==> src/elevator_pkg.sv <==
// Floor constants, queue sizing, floor types and the dispatch state encoding

package elevator_pkg;

    ////////////////////
    // Building and queue sizing
    ////////////////////

    // Floors are numbered 0 to NUM_FLOORS-1
    localparam int NUM_FLOORS  = 11;
    localparam int FLOOR_W     = 4;

    // Pending request FIFO
    localparam int QUEUE_DEPTH = 8;
    localparam int QUEUE_PTR_W = 3;

    ////////////////////
    // Types
    ////////////////////

    // Binary floor number, only 0 to 10 are legal
    typedef logic [FLOOR_W-1:0] floor_t;

    // One bit per floor, bit 0 is the lowest floor
    typedef logic [NUM_FLOORS-1:0] floor_mask_t;

    // Dispatch FSM states
    typedef enum logic [1:0] {
        IDLE,      // Stopped, waiting for a request
        TRAVEL,    // Car released toward the target floor
        ARRIVED,   // One cycle at the target, lights cleared
        HALT       // Power off or emergency stop
    } dispatch_state_e;

    // HALT is left only when power is on and emergency is released
    // IDLE, TRAVEL and ARRIVED all accept new requests

endpackage
==> src/floor_logic_top.sv <==
// Top level of the floor request controller, joining latch, FIFO and dispatch FSM

`timescale 1ns/100ps

module floor_logic_top (
    input  logic                     clock,
    input  logic                     reset_n,
    input  elevator_pkg::floor_mask_t floor_call_buttons,
    input  elevator_pkg::floor_mask_t panel_buttons,
    input  logic                     door_open_btn,
    input  logic                     door_close_btn,
    input  logic                     emergency_btn,
    input  logic                     power_switch,
    input  elevator_pkg::floor_t     current_floor,
    input  logic                     elevator_moving,
    output elevator_pkg::floor_t     elevator_floor_selector,
    output logic                     direction_up,
    output logic                     activate_elevator,
    output elevator_pkg::floor_mask_t call_button_lights,
    output elevator_pkg::floor_mask_t panel_button_lights,
    output logic                     door_open_allowed,
    output logic                     door_close_allowed
);

    // Latch to FIFO
    logic                 push;
    elevator_pkg::floor_t push_floor;
    logic                 queue_full;

    // FIFO to dispatch
    elevator_pkg::floor_t head_floor;
    logic                 queue_empty;
    logic                 pop;

    // Dispatch back to latch and FIFO
    logic                 request_enable;
    logic                 flush;
    logic                 arrive_clear;
    elevator_pkg::floor_t arrive_floor;

    request_latch request_latch_i (
        .clock               (clock),
        .reset_n             (reset_n),
        .floor_call_buttons  (floor_call_buttons),
        .panel_buttons       (panel_buttons),
        .current_floor       (current_floor),
        .request_enable      (request_enable),
        .flush               (flush),
        .arrive_clear        (arrive_clear),
        .arrive_floor        (arrive_floor),
        .queue_full          (queue_full),
        .call_button_lights  (call_button_lights),
        .panel_button_lights (panel_button_lights),
        .push                (push),
        .push_floor          (push_floor)
    );

    request_queue request_queue_i (
        .clock       (clock),
        .reset_n     (reset_n),
        .push        (push),
        .push_floor  (push_floor),
        .pop         (pop),
        .flush       (flush),
        .head_floor  (head_floor),
        .queue_empty (queue_empty),
        .queue_full  (queue_full)
    );

    dispatch_control dispatch_control_i (
        .clock                   (clock),
        .reset_n                 (reset_n),
        .power_switch            (power_switch),
        .emergency_btn           (emergency_btn),
        .door_open_btn           (door_open_btn),
        .door_close_btn          (door_close_btn),
        .elevator_moving         (elevator_moving),
        .current_floor           (current_floor),
        .head_floor              (head_floor),
        .queue_empty             (queue_empty),
        .pop                     (pop),
        .elevator_floor_selector (elevator_floor_selector),
        .direction_up            (direction_up),
        .activate_elevator       (activate_elevator),
        .request_enable          (request_enable),
        .flush                   (flush),
        .arrive_clear            (arrive_clear),
        .arrive_floor            (arrive_floor),
        .door_open_allowed       (door_open_allowed),
        .door_close_allowed      (door_close_allowed)
    );

endmodule

==> src/dispatch_control.sv <==
// Dispatch FSM with arrival detection, power and emergency halt, and door permissions

`timescale 1ns/100ps

module dispatch_control (
    input  logic                 clock,
    input  logic                 reset_n,
    input  logic                 power_switch,
    input  logic                 emergency_btn,
    input  logic                 door_open_btn,
    input  logic                 door_close_btn,
    input  logic                 elevator_moving,
    input  elevator_pkg::floor_t current_floor,
    input  elevator_pkg::floor_t head_floor,
    input  logic                 queue_empty,
    output logic                 pop,
    output elevator_pkg::floor_t elevator_floor_selector,
    output logic                 direction_up,
    output logic                 activate_elevator,
    output logic                 request_enable,
    output logic                 flush,
    output logic                 arrive_clear,
    output elevator_pkg::floor_t arrive_floor,
    output logic                 door_open_allowed,
    output logic                 door_close_allowed
);

    elevator_pkg::dispatch_state_e state;
    elevator_pkg::dispatch_state_e next_state;
    elevator_pkg::floor_t          target;
    elevator_pkg::floor_t          start_floor;
    logic                          run_ok;
    logic                          can_start;
    logic                          start;
    logic                          resume;
    logic                          power_q;

    ////////////////////
    // Dispatch decision
    ////////////////////

    assign run_ok    = power_switch && !emergency_btn;
    assign can_start = (state == elevator_pkg::IDLE) && run_ok && !elevator_moving;

    // A trip cut short by emergency is resumed before the FIFO is read
    assign start       = can_start && (resume || !queue_empty);
    assign pop         = can_start && !resume && !queue_empty;
    assign start_floor = resume ? target : head_floor;

    always_comb begin
        next_state = state;
        if (!run_ok) begin
            next_state = elevator_pkg::HALT;
        end else begin
            case (state)
                elevator_pkg::IDLE: begin
                    if (start) begin
                        next_state = elevator_pkg::TRAVEL;
                    end
                end
                elevator_pkg::TRAVEL: begin
                    if (!elevator_moving && (current_floor == target)) begin
                        next_state = elevator_pkg::ARRIVED;
                    end
                end
                elevator_pkg::ARRIVED: next_state = elevator_pkg::IDLE;
                elevator_pkg::HALT:    next_state = elevator_pkg::IDLE;
                default:               next_state = elevator_pkg::IDLE;
            endcase
        end
    end

    ////////////////////
    // State and target registers
    ////////////////////

    always_ff @(posedge clock or negedge reset_n) begin
        if (!reset_n) begin
            state        <= elevator_pkg::IDLE;
            target       <= '0;
            direction_up <= 1'b0;
            resume       <= 1'b0;
            power_q      <= 1'b0;
            flush        <= 1'b0;
        end else begin
            state   <= next_state;
            power_q <= power_switch;
            // One-cycle flush on the falling edge of power
            flush   <= power_q && !power_switch;
            if (start) begin
                target       <= start_floor;
                direction_up <= (start_floor > current_floor);
            end
            if (!power_switch || start) begin
                resume <= 1'b0;
            end else if ((state == elevator_pkg::TRAVEL) && emergency_btn) begin
                resume <= 1'b1;
            end
        end
    end

    assign activate_elevator       = (state == elevator_pkg::TRAVEL);
    assign arrive_clear            = (state == elevator_pkg::ARRIVED);
    assign request_enable          = run_ok && (state != elevator_pkg::HALT);
    assign elevator_floor_selector = target;
    assign arrive_floor            = target;

    ////////////////////
    // Door permission
    ////////////////////

    // Doors only respond with power on and the car stopped
    always_ff @(posedge clock or negedge reset_n) begin
        if (!reset_n) begin
            door_open_allowed  <= 1'b0;
            door_close_allowed <= 1'b0;
        end else begin
            door_open_allowed  <= power_switch && !elevator_moving && door_open_btn;
            door_close_allowed <= power_switch && !elevator_moving && door_close_btn;
        end
    end

endmodule

==> src/request_queue.sv <==
// Circular FIFO of requested floor numbers with full and empty flags

`timescale 1ns/100ps

module request_queue (
    input  logic                 clock,
    input  logic                 reset_n,
    input  logic                 push,
    input  elevator_pkg::floor_t push_floor,
    input  logic                 pop,
    input  logic                 flush,
    output elevator_pkg::floor_t head_floor,
    output logic                 queue_empty,
    output logic                 queue_full
);

    elevator_pkg::floor_t                 mem [elevator_pkg::QUEUE_DEPTH];
    logic [elevator_pkg::QUEUE_PTR_W-1:0] wr_ptr;
    logic [elevator_pkg::QUEUE_PTR_W-1:0] rd_ptr;
    logic [elevator_pkg::QUEUE_PTR_W:0]   count;
    logic                                 do_push;
    logic                                 do_pop;

    ////////////////////
    // Status
    ////////////////////

    assign queue_empty = (count == '0);
    assign queue_full  = (count == (elevator_pkg::QUEUE_PTR_W + 1)'(elevator_pkg::QUEUE_DEPTH));

    // Guard against overflow and underflow
    assign do_push = push && !queue_full;
    assign do_pop  = pop && !queue_empty;

    // Head entry is visible without a pop
    assign head_floor = mem[rd_ptr];

    ////////////////////
    // Storage
    ////////////////////

    always_ff @(posedge clock) begin
        if (do_push) begin
            mem[wr_ptr] <= push_floor;
        end
    end

    ////////////////////
    // Pointers and count
    ////////////////////

    // Depth is a power of two so the pointers wrap on their own
    always_ff @(posedge clock or negedge reset_n) begin
        if (!reset_n) begin
            wr_ptr <= '0;
            rd_ptr <= '0;
            count  <= '0;
        end else if (flush) begin
            wr_ptr <= '0;
            rd_ptr <= '0;
            count  <= '0;
        end else begin
            if (do_push) begin
                wr_ptr <= wr_ptr + 1'b1;
            end
            if (do_pop) begin
                rd_ptr <= rd_ptr + 1'b1;
            end
            // Push and pop together leave the count unchanged
            case ({do_push, do_pop})
                2'b10:   count <= count + 1'b1;
                2'b01:   count <= count - 1'b1;
                default: count <= count;
            endcase
        end
    end

endmodule

==> src/request_latch.sv <==
// Button scanning, panel and call light registers, and request push toward the queue

`timescale 1ns/100ps

module request_latch (
    input  logic                     clock,
    input  logic                     reset_n,
    input  elevator_pkg::floor_mask_t floor_call_buttons,
    input  elevator_pkg::floor_mask_t panel_buttons,
    input  elevator_pkg::floor_t     current_floor,
    input  logic                     request_enable,
    input  logic                     flush,
    input  logic                     arrive_clear,
    input  elevator_pkg::floor_t     arrive_floor,
    input  logic                     queue_full,
    output elevator_pkg::floor_mask_t call_button_lights,
    output elevator_pkg::floor_mask_t panel_button_lights,
    output logic                     push,
    output elevator_pkg::floor_t     push_floor
);

    // Lowest set bit wins
    function automatic elevator_pkg::floor_t lowest_set(input elevator_pkg::floor_mask_t mask);
        elevator_pkg::floor_t idx;
        idx = '0;
        for (int i = elevator_pkg::NUM_FLOORS - 1; i >= 0; i--) begin
            if (mask[i]) begin
                idx = elevator_pkg::floor_t'(i);
            end
        end
        return idx;
    endfunction

    elevator_pkg::floor_mask_t here_mask;
    elevator_pkg::floor_mask_t panel_cand;
    elevator_pkg::floor_mask_t call_cand;
    elevator_pkg::floor_mask_t take_mask;
    elevator_pkg::floor_mask_t clear_mask;
    elevator_pkg::floor_t      take_floor;
    logic                      take_en;
    logic                      take_panel;
    logic                      take_call;
    logic                      already_lit;

    ////////////////////
    // Button scan
    ////////////////////

    // A press at the floor the car sits on is ignored
    assign here_mask  = elevator_pkg::floor_mask_t'(1) << current_floor;
    assign panel_cand = panel_buttons & ~panel_button_lights & ~here_mask;
    assign call_cand  = floor_call_buttons & ~call_button_lights & ~here_mask;

    // Nothing new is taken while the FIFO is full, held buttons wait
    assign take_en    = request_enable && !queue_full;
    assign take_panel = take_en && (|panel_cand);
    assign take_call  = take_en && !(|panel_cand) && (|call_cand);
    assign take_floor = (|panel_cand) ? lowest_set(panel_cand) : lowest_set(call_cand);
    assign take_mask  = elevator_pkg::floor_mask_t'(1) << take_floor;

    // Second button of a floor only lights, the floor is queued once
    assign already_lit = |((panel_button_lights | call_button_lights) & take_mask);
    assign push        = (take_panel || take_call) && !already_lit;
    assign push_floor  = take_floor;

    ////////////////////
    // Light registers
    ////////////////////

    assign clear_mask = arrive_clear ? (elevator_pkg::floor_mask_t'(1) << arrive_floor) : '0;

    always_ff @(posedge clock or negedge reset_n) begin
        if (!reset_n) begin
            panel_button_lights <= '0;
            call_button_lights  <= '0;
        end else if (flush) begin
            // Power loss drops every request
            panel_button_lights <= '0;
            call_button_lights  <= '0;
        end else begin
            panel_button_lights <= (panel_button_lights & ~clear_mask)
                                   | (take_panel ? take_mask : '0);
            call_button_lights  <= (call_button_lights & ~clear_mask)
                                   | (take_call ? take_mask : '0);
        end
    end

endmodule

==> config.mk <==
export PLATFORM = sky130hd
export DESIGN_NAME = floor_logic_top
export DESIGN_NICKNAME = d
export VERILOG_FILES = /design/src/elevator_pkg.sv /design/src/floor_logic_top.sv /design/src/dispatch_control.sv /design/src/request_queue.sv /design/src/request_latch.sv
export SDC_FILE = /design/constraint.sdc
export NUM_CORES = 1
export LEC_CHECK = 0
export BUFFER_PORTS_ARGS = -buffer_cell sky130_fd_sc_hd__buf_2
export CAP_MARGIN = 30
export CORE_UTILIZATION = 30
export CTS_BUF_LIST = sky130_fd_sc_hd__clkbuf_8
export DETAILED_ROUTE_END_ITERATION = 7
export PLACE_DENSITY = 0.46
export SYNTH_ARGS = -nofsm -noshare
export SYNTH_HDL_FRONTEND = slang
export SYNTH_SLANG_ARGS = --single-unit
==> constraint.sdc <==
create_clock -name clock -period 4.95 [get_ports clock]
set_input_delay 0.2475 -clock clock [delete_from_list [all_inputs] [get_ports clock]]
set_output_delay 0.2475 -clock clock [all_outputs]
set_load 0.05 [all_outputs]
==> results by group <==
Outcome
  • Status: complete, no violations

Die
  • Die height: 123 microns
  • Cell row count: 43
  • Total die area: ~15000 sq um
  • IO Pins: 63
  • Die X: roughly 120 microns
  • CORE AREA: between 10000 and 15000 sq um
  • Initial core utilization: between 30% and 40%

Finish
  • Flip-flop and latch area: about 2100 sq um
  • Area Growth Syn to Fin: 18.8%
  • Fillcell total: 1434
  • Nets: 527
  • Most frequent cells in the layout: 62 x buf_2, 60 x nor2_1, 44 x dfrtp_1
  • Non-Filler Instances: 669
  • Ratio of cells with drive above 1 in the final layout: a little under a quarter
  • Leading cell type in the layout, fill and taps excluded: buf_2
  • Diode count: 0
  • Area of the multi-input gates: 2230 sq um

Logic synthesis
  • Post-synth EDFFs: 32
  • Seq/Total Area, Yosys: between 40% and 50%
  • Synth Cell Area: between 4000 and 5000 sq um
  • Synth Register Bits: between 70 and 80
  • Fraction of registers with async set/reset: 57.9%
  • Syn Inst Count: between 400 and 500
  • Synth cell types: 79
  • Post-synth top flop: dfrtp_1
  • Synth warn: 0
  • Post-synth net total: 459
  • Mean area per synthesized cell: 10.6 sq um

Setup path
  • Worst Path Required: 5.18 ns
  • Reg-to-Reg End: request_queue_i.count[3]$_DFFE_PN0P_
  • Critical-path top delay cell: or4b_1
  • Reg2reg path depth: 15
  • WS Path Type: in2reg
  • Critical Path Max Stage Delay: 0.68 ns
  • Critical R2R Launch: request_latch_i.panel_button_lights[2]$_DFF_PN0_
  • CP endpoint: request_queue_i.count[3]$_DFFE_PN0P_
  • CP Cell Sequence: buf_2 -> or4b_1 -> a222oi_1 -> nand4_1 -> nand2_1 -> mux2_1 -> o311a_1 -> nand2_1 -> ha_1 -> ha_1 -> a31o_2 -> a21oi_1 -> o21ai_0 -> xor2_1 -> nor2_1
  • Maximum fanout along the worst path: 14
  • Setup crit end kind: flop
  • Buf/Inv on CP: 1
  • Levels on crit path: 15
  • Crit path launch: current_floor[0]
  • Crit path DAT: between 4 and 5 ns
  • Critical path's top delay family: compound AO/OA/AOI/OAI gates
  • CP Launch Type: primary input
  • R2R Setup Slk: 0.97 ns

Clock network
  • Post_cts resized: 0
  • Hold Buf Count CTS: 1
  • Clk pin slew, worst setup/hold paths: 0.09 ns
  • Post-CTS setup buffer count: 0
  • CTS Buf Count: 9
  • Htree depth: 3
  • CTS Sinks: 76
  • CTS tree: done
  • Worst-skew pair later-pin latency: ~0.36 ns
  • Clock Path Buffers: 2
  • Clock root cell: clkbuf_8

Timing
  • Final Hold Viols: 0
  • RSZ-0062 raised after global routing: false
  • Slew @ Worst Pin: 0.680 ns
  • Fmax: 240 MHz
  • Sum Neg Setup Slack: 0 ns
  • Fin crit share: between 80% and 90%
  • Max-slew headroom: 54.4%
  • Skew final: 0.0134 ns
  • Final setup vio count: 0
  • Final max-slew violation count: 0
  • Clock period minus worst slack: roughly 4.2 ns

Placed design
  • Placer Congestion: 0.860
  • HPWL after DPL: between 10 and 15 mm
  • I/O Buffers: 62
  • Placed cell count: 652

Drt
  • # DRC: 0
  • Drt pass-1 iters: 4
  • Antenna Nets Post-Route: 0
  • WL final: around 13 mm
  • Wire per inst: between 15 and 20 microns
  • Initial DRC count: 204
  • Avg Vias per Cell: 5.49
  • Detailed-route via count: between 3000 and 4000

Global routing
  • Pin count of the biggest net entering global routing: 27
  • Global-route wire length before repair: 20.2 mm
  • Vias in the first global route: about 3600
  • Grt ovf: 0
  • Antenna violations before repair: 0
  • Total track usage: approximately 18%

Flow run
  • Max-Cap Viols: 0

Power and ir drop
  • Max VDD drop: between 100 and 150 uV
  • Leak: roughly 2.2 nW
  • Power Dens Cells: roughly 290 nW/um^2

Min path
  • Hold WC Path Type: in2reg
==> metal layers <==
| layer | vias to the layer above | global-route usage, % | wire length, microns |
|---|---|---|---|
| li1 | 1726 | - | - |
| met1 | 1821 | 24.2 | 6090 |
| met2 | 116 | 28.9 | 6130 |
| met3 | 10 | 2.63 | 646 |
| met4 | 0 | 8.66 | 226 |
| met5 | - | 0 | 0 |
==> power by group <==
part	internal (mW)	switching, mW
Sequential	0.674	0.0258
Clock	0.344	0.259
Combinational	0.0817	0.144
==> sequential cells by signal, indices dropped and copies added (netlist names), 2 cells and up <==
name / count
request_queue_i.rd_ptr: 3
request_latch_i.call_button_lights: 11
request_queue_i.mem: 32
request_queue_i.count: 4
request_latch_i.panel_button_lights: 11
request_queue_i.wr_ptr: 3
dispatch_control_i.arrive_floor: 4
dispatch_control_i.state: 2
==> worst min path at each step <==
| stage | cells after the start | slack [ns] | end | from |
|---|---|---|---|---|
| final | 1 | 0.07 | dispatch_control_i.power_q$_DFF_PN0_ | power_switch |
| after global routing | 1 | 0.07 | dispatch_control_i.power_q$_DFF_PN0_ | power_switch |
| after CTS | 1 | 0.05 | dispatch_control_i.power_q$_DFF_PN0_ | power_switch |
| after detailed placement | 1 | 0.24 | request_queue_i.rd_ptr[1]$_DFFE_PN0P_ | reset_n |
| after global placement | 1 | 0.44 | dispatch_control_i.power_q$_DFF_PN0_ | power_switch |
| after floorplan | 0 | -0.05 | dispatch_control_i.arrive_floor[0]$_DFFE_PN0P_ | reset_n |
==> through the flow <==
step | power [mW] | hold WS (ns) | worst slack, ns | cell area (sq um) | util (%)
5_1_grt | 1.59 | 0.0652 | 0.431 | 5250 | 37.2
3_5_place_dp | 0.939 | 0.244 | 0.429 | 4990 | 35.4
4_1_cts | 1.55 | 0.0497 | 0.824 | 5250 | 37.2
6_report | 1.53 | 0.0726 | 0.789 | 5250 | 37.2
3_3_place_gp | 0.932 | 0.441 | 0.487 | 4940 | 35.0
2_1_floorplan | 0.852 | -0.0481 | 0.989 | 4420 | -
==> cell families (layout without fill, tap and decap cells) <==
logic type | count (synthesis) | after routing | share of synthesized area (%)
and+or+nand+nor | 165 | 165 | 20.8
AOI/OAI and AO/OA | 107 | 107 | 18.5
DFF | 76 | 76 | 46.7
buffers and inverters | 30 | 103 | 2.78
muxes | 18 | 18 | 6.46
adders and majority gates | 10 | 10 | 2.83
xor gates and xnor gates | 10 | 10 | 1.98
==> cell type report <==
cell class / instances / area share (%)
Clock buffer: 9 / 2.36
Inverter: 15 / 1.07
Sequential cell: 76 / 39.3
Clock inverter: 7 / 2.43
Multi-Input combinational cell: 310 / 42.6
Timing Repair Buffer: 72 / 8.01
Tap cell: 180 / 4.29
==> cells in the mapped netlist, drive strengths merged, types with 3 or more instances <==
| cell | number | area share, % |
|---|---|---|
| nor2 | 60 | 5.1 |
| dfrtp | 44 | 25 |
| edfxtp | 32 | 22 |
| nand2 | 23 | 2.0 |
| a22oi | 22 | 3.7 |
| a21oi | 17 | 2.0 |
| inv | 15 | 1.3 |
| nor2b | 15 | 2.1 |
| o21ai | 15 | 1.7 |
| nand2b | 14 | 2.0 |
| ha | 10 | 2.8 |
| clkbuf | 8 | 0.68 |
| mux4 | 8 | 4.1 |
| buf | 7 | 0.82 |
| o22ai | 7 | 1.1 |
| mux2i | 6 | 1.4 |
| nor3 | 6 | 0.79 |
| o211ai | 6 | 1.1 |
| o32ai | 6 | 1.4 |
| or3 | 6 | 0.96 |
| xor2 | 6 | 1.2 |
| and2 | 5 | 0.76 |
| nand3 | 5 | 0.57 |
| nand4 | 5 | 0.71 |
| nor4 | 5 | 0.99 |
| mux2 | 4 | 1.0 |
| xnor2 | 4 | 0.79 |
| and3b | 3 | 0.59 |
| nand4bb | 3 | 0.76 |
| nor4b | 3 | 1.0 |
| o2bb2ai | 3 | 0.59 |
| o32a | 3 | 0.68 |
(Power assumes the default switching activity.)
